File: config.mk
export PLATFORM = sky130hd
export DESIGN_NAME = stm_top
export DESIGN_NICKNAME = d
export VERILOG_FILES = /design/src/verilog/stm_pkg.sv /design/src/verilog/stm_trace_snoop.sv /design/src/verilog/stm_event_fifo.sv /design/src/verilog/stm_reg_if.sv /design/src/verilog/stm_packetizer.sv /design/src/verilog/stm_top.sv
export SDC_FILE = /design/constraint.sdc
export NUM_CORES = 1
export LEC_CHECK = 0
export BUFFER_PORTS_ARGS = -buffer_cell sky130_fd_sc_hd__buf_4
export CAP_MARGIN = 20
export CORE_AREA = 2 2 148 294
export DETAILED_ROUTE_END_ITERATION = 6
export DIE_AREA = 0 0 150 296
export GPL_ROUTABILITY_DRIVEN = 0
export PLACE_DENSITY = 0.85
export SLEW_MARGIN = 40
export SYNTH_ARGS = -nofsm -noshare
export SYNTH_HDL_FRONTEND = slang
export SYNTH_SLANG_ARGS = --single-unit
File: constraint.sdc
create_clock -name clk -period 4.79 [get_ports clk]
set_input_delay 0.958 -clock clk [delete_from_list [all_inputs] [get_ports clk]]
set_output_delay 0.958 -clock clk [all_outputs]
set_load 0.01 [all_outputs]
File: src/verilog/stm_pkg.sv
// Shared sizes, register map and packet encodings for the software trace module.
// Also holds the retire port, event, flit and response structs.
`default_nettype none

package stm_pkg;

  localparam int xlen           = 32;          // Core data width.
  localparam int flit_width     = 16;          // Debug flit width.
  localparam int event_id_width = 16;
  localparam int fifo_depth     = 4;
  localparam int fifo_ptr_width = $clog2(fifo_depth);
  localparam int flit_cnt_width = 3;           // Longest packet is 8 flits.

  localparam logic [15:0] marker_pattern = 16'h1500;  // Upper half of a marker insn.
  localparam logic [4:0]  trace_reg_addr = 5'd3;      // x3 is shadowed.

  // Register map.
  localparam logic [flit_width-1:0] reg_mod_type = 16'd0;
  localparam logic [flit_width-1:0] reg_version  = 16'd1;
  localparam logic [flit_width-1:0] reg_overflow = 16'd2;
  localparam logic [flit_width-1:0] reg_enable   = 16'd3;

  localparam logic [flit_width-1:0] stm_mod_type = 16'h0005;
  localparam logic [flit_width-1:0] stm_version  = 16'h0001;
  localparam logic [flit_width-1:0] host_addr    = 16'h0000;  // Event destination.

  typedef enum logic [15:0] {
    pkt_reg_read  = 16'h0000,
    pkt_reg_write = 16'h0001,
    pkt_reg_resp  = 16'h0002,
    pkt_write_ack = 16'h0003,
    pkt_event     = 16'h0004
  } pkt_type_e;

  typedef struct packed {
    logic [xlen-1:0] insn;
    logic [xlen-1:0] pc;
    logic            valid;   // Retire valid.
    logic [xlen-1:0] wdata;
    logic [4:0]      waddr;
    logic            we;      // Register file write.
  } trace_port_t;

  typedef struct packed {
    logic [event_id_width-1:0] id;
    logic [xlen-1:0]           value;   // Shadowed x3.
    logic [xlen-1:0]           tstamp;
  } trace_event_t;

  typedef struct packed {
    logic [flit_width-1:0] data;
    logic                  last;
  } dbg_flit_t;

  typedef struct packed {
    logic [flit_width-1:0] dest;
    pkt_type_e             kind;    // Response or write ack.
    logic [flit_width-1:0] rdata;
  } reg_resp_t;

  typedef enum logic [1:0] {pkt_idle, pkt_resp, pkt_evt} pkt_state_e;

  typedef enum logic [2:0] {
    req_dest, req_src, req_type, req_addr, req_data, req_drop
  } req_state_e;

endpackage

`default_nettype wire

File: src/verilog/stm_trace_snoop.sv
// Retire port snooper: x3 shadow, marker detection and event timestamping.
`timescale 1ns/10ps
`default_nettype none

module stm_trace_snoop (
  input  logic                  clk,
  input  logic                  arst_n,
  input  stm_pkg::trace_port_t  trace,
  input  logic                  enable,
  output stm_pkg::trace_event_t evt,
  output logic                  evt_push
);
  import stm_pkg::*;

  logic [xlen-1:0] x3_shadow;
  logic [xlen-1:0] tstamp;
  logic            marker;

  // Valid retire, marker pattern in upper half, nonzero id.
  assign marker = enable && trace.valid &&
                  (trace.insn[31:16] == marker_pattern) &&
                  (trace.insn[event_id_width-1:0] != '0);

  always_ff @(posedge clk or negedge arst_n) begin
    if (!arst_n) begin
      x3_shadow <= '0;
      tstamp    <= '0;
      evt_push  <= 1'b0;
    end else begin
      tstamp   <= tstamp + 1'b1;  // Cycles since reset.
      evt_push <= marker;          // Pushed one edge later.
      if (trace.valid && trace.we && (trace.waddr == trace_reg_addr)) begin
        x3_shadow <= trace.wdata;  // Same-cycle marker still sees old value.
      end
    end
  end

  always_ff @(posedge clk) begin
    if (marker) begin
      evt.id     <= trace.insn[event_id_width-1:0];
      evt.value  <= x3_shadow;
      evt.tstamp <= tstamp;
    end
  end

  a_push_nonzero_id: assert property (@(posedge clk) disable iff (!arst_n)
    evt_push |-> (evt.id != '0));

endmodule

`default_nettype wire

File: src/verilog/stm_event_fifo.sv
// Four-entry circular event queue.
// Pushes that find it full are dropped and counted, saturating.
`timescale 1ns/10ps
`default_nettype none

module stm_event_fifo (
  input  logic                          clk,
  input  logic                          arst_n,
  input  stm_pkg::trace_event_t         evt,
  input  logic                          evt_push,
  output stm_pkg::trace_event_t         evt_head,
  output logic                          evt_avail,
  input  logic                          evt_pop,
  output logic [stm_pkg::flit_width-1:0] overflow_cnt
);
  import stm_pkg::*;

  trace_event_t              mem [fifo_depth];
  logic [fifo_ptr_width-1:0] wr_ptr;
  logic [fifo_ptr_width-1:0] rd_ptr;
  logic [fifo_ptr_width:0]   count;
  logic                      full;
  logic                      do_push;
  logic                      do_pop;

  assign full      = (count == fifo_depth);
  assign evt_avail = (count != '0);
  assign evt_head  = mem[rd_ptr];
  assign do_push   = evt_push && !full;  // Full queue drops the push.
  assign do_pop    = evt_pop && evt_avail;

  always_ff @(posedge clk or negedge arst_n) begin
    if (!arst_n) begin
      wr_ptr       <= '0;
      rd_ptr       <= '0;
      count        <= '0;
      overflow_cnt <= '0;
    end else begin
      if (do_push) wr_ptr <= wr_ptr + 1'b1;  // Depth is a power of two.
      if (do_pop)  rd_ptr <= rd_ptr + 1'b1;
      case ({do_push, do_pop})
        2'b10:   count <= count + 1'b1;
        2'b01:   count <= count - 1'b1;
        default: count <= count;
      endcase
      if (evt_push && full && (overflow_cnt != '1)) begin
        overflow_cnt <= overflow_cnt + 1'b1;  // Saturates.
      end
    end
  end

  always_ff @(posedge clk) begin
    if (do_push) mem[wr_ptr] <= evt;
  end

  a_no_pop_empty: assert property (@(posedge clk) disable iff (!arst_n)
    evt_pop |-> evt_avail);

endmodule

`default_nettype wire

File: src/verilog/stm_reg_if.sv
// Debug request parser and register file.
// Answers reads with a response and writes with an acknowledge.
`timescale 1ns/10ps
`default_nettype none

module stm_reg_if (
  input  logic                           clk,
  input  logic                           arst_n,
  input  logic [stm_pkg::flit_width-1:0] id,
  input  stm_pkg::dbg_flit_t             din,
  input  logic                           din_valid,
  output logic                           din_ready,
  input  logic [stm_pkg::flit_width-1:0] overflow_cnt,
  output logic                           enable,
  output stm_pkg::reg_resp_t             resp,
  output logic                           resp_valid,
  input  logic                           resp_taken
);
  import stm_pkg::*;

  req_state_e            state;
  logic                  hit;     // Request is addressed to us.
  logic [flit_width-1:0] src_q;
  logic [flit_width-1:0] addr_q;
  pkt_type_e             kind_q;
  logic [flit_width-1:0] rdata;
  logic                  accept;
  logic                  rd_done;
  logic                  wr_done;

  assign din_ready = !resp_valid;  // One request ahead at most.
  assign accept    = din_valid && din_ready;
  assign rd_done   = accept && (state == req_addr) && din.last && hit &&
                     (kind_q == pkt_reg_read);
  assign wr_done   = accept && (state == req_data) && hit && (kind_q == pkt_reg_write);

  // Read address is the flit being accepted.
  always_comb begin
    case (din.data)
      reg_mod_type: rdata = stm_mod_type;
      reg_version:  rdata = stm_version;
      reg_overflow: rdata = overflow_cnt;
      reg_enable:   rdata = {{(flit_width-1){1'b0}}, enable};
      default:      rdata = '0;  // Unknown address.
    endcase
  end

  always_ff @(posedge clk or negedge arst_n) begin
    if (!arst_n) begin
      state      <= req_dest;
      resp_valid <= 1'b0;
      enable     <= 1'b1;
    end else begin
      if (resp_taken) resp_valid <= 1'b0;
      if (rd_done || wr_done) resp_valid <= 1'b1;
      if (wr_done && (addr_q == reg_enable)) enable <= din.data[0];  // Others read-only.
      if (accept) begin
        if (din.last) begin
          state <= req_dest;
        end else begin
          case (state)
            req_dest: state <= req_src;
            req_src:  state <= req_type;
            req_type: state <= req_addr;
            req_addr: state <= req_data;
            default:  state <= req_drop;  // Consume surplus flits.
          endcase
        end
      end
    end
  end

  always_ff @(posedge clk) begin
    if (accept) begin
      case (state)
        req_dest: hit    <= (din.data == id);
        req_src:  src_q  <= din.data;
        req_type: kind_q <= pkt_type_e'(din.data);
        req_addr: addr_q <= din.data;
        default:  ;
      endcase
    end
    if (rd_done) resp <= '{dest: src_q, kind: pkt_reg_resp, rdata: rdata};
    if (wr_done) resp <= '{dest: src_q, kind: pkt_write_ack, rdata: '0};
  end

endmodule

`default_nettype wire

File: src/verilog/stm_packetizer.sv
// Output packetizer.
// Picks a register response or a queued event and sends it as flits.
`timescale 1ns/10ps
`default_nettype none

module stm_packetizer (
  input  logic                           clk,
  input  logic                           arst_n,
  input  logic [stm_pkg::flit_width-1:0] id,
  input  stm_pkg::reg_resp_t             resp,
  input  logic                           resp_valid,
  output logic                           resp_taken,
  input  stm_pkg::trace_event_t          evt_head,
  input  logic                           evt_avail,
  output logic                           evt_pop,
  output stm_pkg::dbg_flit_t             dout,
  output logic                           dout_valid,
  input  logic                           dout_ready
);
  import stm_pkg::*;

  pkt_state_e                state;
  logic [flit_cnt_width-1:0] cnt;       // Index of the next flit.
  logic [flit_cnt_width-1:0] flit_idx;
  logic                      use_evt;
  logic                      start;
  logic                      load;
  logic                      xfer_last;
  dbg_flit_t                 nxt;

  assign dout_valid = (state != pkt_idle);
  assign start      = (state == pkt_idle) && (resp_valid || evt_avail);
  assign load       = start || (dout_valid && dout_ready && !dout.last);
  assign xfer_last  = dout_valid && dout_ready && dout.last;
  assign resp_taken = xfer_last && (state == pkt_resp);
  assign evt_pop    = xfer_last && (state == pkt_evt);

  // Next flit content. Responses win when idle.
  always_comb begin
    flit_idx = (state == pkt_idle) ? '0 : cnt;
    use_evt  = (state == pkt_idle) ? !resp_valid : (state == pkt_evt);
    nxt      = '0;
    if (use_evt) begin
      case (flit_idx)
        3'd0: nxt.data = host_addr;
        3'd1: nxt.data = id;
        3'd2: nxt.data = pkt_event;
        3'd3: nxt.data = evt_head.tstamp[15:0];
        3'd4: nxt.data = evt_head.tstamp[31:16];
        3'd5: nxt.data = evt_head.id;
        3'd6: nxt.data = evt_head.value[15:0];
        default: begin
          nxt.data = evt_head.value[31:16];
          nxt.last = 1'b1;                              // Eighth flit.
        end
      endcase
    end else begin
      case (flit_idx)
        3'd0: nxt.data = resp.dest;                     // Back to requester.
        3'd1: nxt.data = id;
        3'd2: begin
          nxt.data = resp.kind;
          nxt.last = (resp.kind == pkt_write_ack);      // Ack has no data.
        end
        default: begin
          nxt.data = resp.rdata;
          nxt.last = 1'b1;
        end
      endcase
    end
  end

  always_ff @(posedge clk or negedge arst_n) begin
    if (!arst_n) begin
      state <= pkt_idle;
      cnt   <= '0;
    end else if (start) begin
      state <= resp_valid ? pkt_resp : pkt_evt;
      cnt   <= 3'd1;
    end else if (xfer_last) begin
      state <= pkt_idle;
    end else if (load) begin
      cnt <= cnt + 1'b1;
    end
  end

  always_ff @(posedge clk) begin
    if (load) dout <= nxt;
  end

  a_stall_stable: assert property (@(posedge clk) disable iff (!arst_n)
    dout_valid && !dout_ready |=> dout_valid && $stable(dout));

endmodule

`default_nettype wire

File: src/verilog/stm_top.sv
// Software trace module top level.
// Snooper, event queue, register interface and packetizer.
`timescale 1ns/10ps
`default_nettype none

module stm_top (
  input  logic                           clk,
  input  logic                           arst_n,
  input  logic [stm_pkg::flit_width-1:0] id,
  input  stm_pkg::trace_port_t           trace,
  input  stm_pkg::dbg_flit_t             din,
  input  logic                           din_valid,
  output logic                           din_ready,
  output stm_pkg::dbg_flit_t             dout,
  output logic                           dout_valid,
  input  logic                           dout_ready
);
  import stm_pkg::*;

  logic                  enable;
  trace_event_t          evt;
  logic                  evt_push;
  trace_event_t          evt_head;
  logic                  evt_avail;
  logic                  evt_pop;
  logic [flit_width-1:0] overflow_cnt;
  reg_resp_t             resp;
  logic                  resp_valid;
  logic                  resp_taken;

  stm_trace_snoop snoop0 (
    .clk(clk), .arst_n(arst_n), .trace(trace), .enable(enable),
    .evt(evt), .evt_push(evt_push)
  );

  stm_event_fifo fifo0 (
    .clk(clk), .arst_n(arst_n), .evt(evt), .evt_push(evt_push),
    .evt_head(evt_head), .evt_avail(evt_avail), .evt_pop(evt_pop),
    .overflow_cnt(overflow_cnt)
  );

  stm_reg_if regs0 (
    .clk(clk), .arst_n(arst_n), .id(id), .din(din), .din_valid(din_valid),
    .din_ready(din_ready), .overflow_cnt(overflow_cnt), .enable(enable),
    .resp(resp), .resp_valid(resp_valid), .resp_taken(resp_taken)
  );

  stm_packetizer pkt0 (
    .clk(clk), .arst_n(arst_n), .id(id), .resp(resp), .resp_valid(resp_valid),
    .resp_taken(resp_taken), .evt_head(evt_head), .evt_avail(evt_avail),
    .evt_pop(evt_pop), .dout(dout), .dout_valid(dout_valid), .dout_ready(dout_ready)
  );

endmodule

`default_nettype wire

# Word-level counts from Yosys, hierarchy flattened
# Memory sizes are Yosys's and may differ from the RTL's.
# Index checks and enable logic that the tools add are counted.
# W data, S select, Z words.
# word_totals
ram_bits	320
register_bits	277
out_inout_bits	19
latchBits	0
wordCells	130
memories	1
romBits	0
# mem_list
name	words	width	read_ports	rd_clocked_by_memory_dff	write_ports	line	rtl
fifo0.mem	4	80	1	0	1	stm_event_fifo.sv:18	trace_event_t mem [fifo_depth];
# classes
shift	0
reduce_logical	50
eq_ne	25
n_mux	23
div_mod_pow	0
n_addsub	7
n_lt_le_gt_ge	0
bitwise_logic	0
n_mul	0
# ops
op	n
$pmux W16 S7	1
$mux W48	2
$pmux W16 S4	1
$eq A16 B2 Y1 const B	3
$pmux W16 S3	1
$add A32 B1 Y32 const B	1
$eq A16 B1 Y1 const B	2
$logic_not A16 Y1	2
$logic_and A1 B1 Y1	24
$mux W17	1
$add A16 B1 Y16 const B	1
$eq A16 B13 Y1 const B	1
$eq A16 B16 Y1	1
$ne A16 B16 Y1 const B	1
$reduce_bool A16 Y1	1
$eq A3 B3 Y1 const B	5
$mux W3	5
$eq A3 B2 Y1 const B	4
$pmux W3 S4	1
$reduce_bool A2 Y1	6
$reduce_and A2 Y1	5
$reduce_or A7 Y1	1
$add A3 B1 Y3 const B	2
$eq A3 B1 Y1 const B	2
other kinds (16)	31

# Longest topological paths before layout
# logic_depth
depth_word	8
mapped_depth	9

# Cells and area by module
# A second synthesis with hierarchy kept.
# unflattened
hier_cells	1333
area_unflattened_um2	23575.1
# by_module_without_submodules
mod	seq_area_each_um2	cells_each	n_inst	area_each_um2
stm_event_fifo	10184.8	524	1	12680.9
stm_trace_snoop	4028.9	287	1	5167.5
stm_reg_if	2418.6	213	1	3378.2
stm_packetizer	635.6	309	1	2348.5

# Worst setup path after synthesis
# OpenSTA, ideal clock, no wires.
# synth_path
kind	input to register
startpoint	input trace[88] in the netlist's numbering
endpoint	register snoop0.evt[0] (netlist name)
path_slack_ns	0.564
path_buffers	0
path_stages	3
t_arrival_ns	3.778
setup_ns	0.448
cell_sequence	or4b_2 -> nor4_1 -> and3_1
# synth_via
elab_chain_cells	3
# synth_lines
element	line	rtl
start: declaration	stm_top.sv:10	input stm_pkg::trace_port_t trace,
$eq A16 B13 Y1	stm_trace_snoop.sv:21	(trace.insn[31:16] == marker_pattern) &&
$logic_and A1 B1 Y1	stm_trace_snoop.sv:20	assign marker = enable && trace.valid &&
$logic_and A1 B1 Y1	stm_trace_snoop.sv:21	
net snoop0.marker	stm_trace_snoop.sv:17	logic marker;
# The timed path passes the listed nets, and every way through them passes these cells.
# A chain may end at the register's enable or synchronous reset.

==> impl_metrics.csv <==
group,metric,value,unit
outcome,status,"finished clean",
place,placed_cell_area,24500,um^2
sta,finalSetupViolCount,0,
yosys,synthTopCellsByCount,"edfxtp_1 (482), dfrtp_1 (97), mux4_2 (80)",
sta,worst_hold_slack,0.381,ns
floorplan,die_width,150,um
clock_tree,cts_tree,"yes",
place,dp_cells,1833,
detailed_routing,drt-wirelength-per-cell,27.8,um
yosys,synth.area.top_cells,"edfxtp_1 (63%), dfrtp_1 (11%), mux4_2 (7.9%)",
yosys,syn_inst,1195,
yosys,synth_nets,1344,
sta,worst_slew_pin_slew,0.853,ns
global_routing,grt_max_degree,71,
sta,rsz0062_at_grt,"no",
sta,slew_headroom,43.1,%
sta,min_period_over_period,60.0,%
layout,drive_gt1_share,26.5,%
worst_setup_path,cp_num_buf_inv,2,
detailed_routing,drt_iter0_drc,1593,
worst_setup_path,critPathSlowestCell,"dfrtp_4",
worst_setup_path,rrSetupSlack,1.92,ns
power_and_ir_drop,switching_share,27.9,%
yosys,ys_async_sr_fraction,16.4,%
worst_setup_path,crit_arrival,3.16,ns
global_routing,grt.overflow.total,0,
worst_setup_path,worst-path-stages,5,
yosys,synth_edf_count,482,
layout,nets,1489,
clock_tree,clockBufferDepth,3,
clock_tree,htreeDepth,2,
clock_tree,cts_root_buf,"clkbuf_16",
floorplan,num_rows,107,
sta,setup_slack,1.92,ns
clock_tree,cts_sinks,597,
clock_tree,cts_setup_buffers,0,
detailed_routing,vias,12487,
yosys,yosysTopAreaCell,"edfxtp_1",
yosys,synth_seq_area_share,75.5,%
worst_setup_path,timing.rr.start,"fifo0.rd_ptr[0]",
place,dp_worst_setup_slack,1.44,ns
sta,setup_tns,0,ns
global_routing,grt_pass1_vias,12947,
detailed_routing,first_pass_iters,5,
worst_setup_path,cpPeakStageDelay,0.60,ns
floorplan,fp.dieH,296,um
layout,final_area,26100,um^2
detailed_routing,detail-route-antenna-nets,0,
worst_setup_path,r2r_cells,5,
yosys,synth_area,22900,um^2
floorplan,ios,159,
floorplan,die_area,44400,um^2
layout,area_growth,14.2,%
clock_tree,clkSlewWorstSetupHoldPaths,0.07,ns
yosys,ys_warn_count,0,
power_and_ir_drop,pwr-share-clk,30.8,%
flow_run,cap_viol_max_count,0,
yosys,synth_top_area_share,63.3,%
power_and_ir_drop,cellInternalPower,0.00928,W
worst_setup_path,cp_top_family,"compound AO/OA/AOI/OAI gates",
worst_setup_path,crit_type,"reg -> reg",
yosys,synth_area_per_cell,19.1,um^2
worst_setup_path,cp_cell_sequence,"buf_12, buf_4, mux4_2, a22oi_1, a32oi_1",
sta,fmax,0.348,GHz
detailed_routing,wl,53600,um
global_routing,grt_pass1_wl,79900,um
power_and_ir_drop,vdd_ir_drop_max,388,uV
global_routing,grt_use_total,24.4,%
sta,fin_worst_skew,0.0298,ns
worst_setup_path,startpoint_type,"flip-flop",
worst_setup_path,crit_fanout,26,
clock_tree,holdBufCountCts,0,
yosys,synth_flop_cell,"edfxtp_1",
global_routing,antenna_found_initial,0,
layout,fin_cells,1926,
worst_setup_path,reg2reg_to,"pkt0.dout[10]",
yosys,ys_types,65,
power_and_ir_drop,switching_power,0.00359,W
power_and_ir_drop,powerDensity,493,nW/um^2
place,port_buffers,126,
detailed_routing,drc_errors,0,
worst_setup_path,end_kind,"flip-flop",
floorplan,start_util,54.0,%
power_and_ir_drop,p_seq_share,47.9,%
power_and_ir_drop,power_frac_comb,21.3,%
yosys,synthMostInstantiatedCell,"edfxtp_1",
place,dp.final_hpwl,33600,um
sta,timing_hold_violations_final,0,
min_path,min_path_type,"in -> async",
sta,finalCriticalPeriod,2.87,ns
layout,antennaDiodeCount,0,
clock_tree,ctsResizeCount,0,
clock_tree,clock_latency,0.58,ns
sta,finalMaxSlewViolations,0,
floorplan,core,42300,um^2
yosys,ys_ff_latch,597,
worst_setup_path,cp.required,5.08,ns
clock_tree,cts_buffers,49,
detailed_routing,via_per_inst,6.48,
power_and_ir_drop,p_leak,9.03,nW
## metal layers
layer | track usage, % | wire [um] | up-vias
li1 | - | - | 5144
met1 | 30.6 | 18600 | 6279
met2 | 40.4 | 26700 | 883
met3 | 4.95 | 5270 | 181
met4 | 12.2 | 3100 | 0
met5 | 0 | 0 | -
## sequential cells by signal (all words and copies together) (netlist names)
register	cells
snoop0.tstamp	32
regs0.addr_q	16
regs0.state	3
pkt0.cnt	3
fifo0.wr_ptr	2
fifo0.count	3
pkt0.dout	17
regs0.resp_valid	1
regs0.enable	1
fifo0.mem	320
regs0.kind_q	16
regs0.src_q	16
pkt0.state	2
regs0.resp	33
fifo0.rd_ptr	2
snoop0.evt_push	1
snoop0.x3_shadow	32
regs0.hit	1
snoop0.evt	80
fifo0.overflow_cnt	16
## cell type report
cell class | count | area, um^2
sequential | 597 | 17300
fill | 2795 | 16200
multi-input combinational | 525 | 5310
clock buffer | 68 | 1400
timing repair buffer | 150 | 1170
tap | 545 | 682
clock inverter | 24 | 205
inverter | 17 | 65.1
## worst max-delay path by stage
stage / endpoint / startpoint / slack [ns]
2_1_floorplan: snoop0.evt[0] / trace[88] / 0.56
3_3_place_gp: snoop0.evt[41] / trace[88] / 1.50
3_5_place_dp: snoop0.evt[43] / trace[88] / 1.44
4_1_cts: pkt0.dout[10] / fifo0.rd_ptr[0] / 1.75
5_1_grt: pkt0.dout[10] / fifo0.rd_ptr[0] / 1.81
6_report: pkt0.dout[10] / fifo0.rd_ptr[0] / 1.92
## power groups by stage
stage          registers, W  logic (W)  clock network [W]
2_1_floorplan       0.00609    0.00184                  0
3_3_place_gp        0.00628    0.00243                  0
3_5_place_dp        0.00631    0.00253                  0
4_1_cts             0.00622    0.00259            0.00400
5_1_grt             0.00618    0.00285            0.00418
6_report            0.00616    0.00275            0.00396
## cell usage in the layout (no fill, tap or decap), types with 7 or more instances in the layout
| cell type | synthesis | layout |
|---|---|---|
| inv_1 | 16 | 17 |
| and2_1 | 21 | 17 |
| clkbuf_1 | 24 | 11 |
| mux2_2 | 30 | 30 |
| a22oi_1 | 31 | 31 |
| and4_1 | 9 | 8 |
| nor3_1 | 12 | 11 |
| a32oi_1 | 15 | 15 |
| o21ai_0 | 12 | 12 |
| and3_1 | 18 | 15 |
| nor4b_1 | 7 | 7 |
| nand2_1 | 23 | 23 |
| mux4_2 | 80 | 80 |
| nor2_1 | 13 | 11 |
| mux2i_1 | 16 | 16 |
| buf_4 | 2 | 146 |
| a221oi_1 | 14 | 14 |
| edfxtp_1 | 482 | 482 |
| nor4_1 | 18 | 17 |
| xor2_1 | 18 | 18 |
| dfxtp_1 | 17 | 17 |
| nand4_1 | 21 | 21 |
| a32o_1 | 28 | 28 |
| clkinv_2 | 1 | 13 |
| xnor2_1 | 49 | 49 |
| dfrtp_1 | 97 | 95 |
| clkbuf_16 | 0 | 51 |
| nand3_1 | 22 | 22 |
| ha_1 | 8 | 8 |
## cells by family (layout without fill, tap and decap cells)
logic type                 count (synthesis)  after routing  share of synthesized area, %
DFF                                      597            597                          75.5
xor gates and xnor gates                  67             67                          2.57
muxes                                    130            130                          10.3
buffers and inverters                     73            259                          1.45
adders and majority gates                  9              9                         0.525
and+or+nand+nor                          188            188                          4.96
AOI/OAI and AO/OA                        131            131                          4.71
## per-stage QoR
step           power [W]  utilization (%)
4_1_cts           0.0128             61.6
5_1_grt           0.0132             61.7
6_report          0.0129             61.7
2_1_floorplan    0.00793                -
3_5_place_dp     0.00884             57.9
3_3_place_gp     0.00871             57.8
No activity file was read; power rests on OpenSTA's default activity.
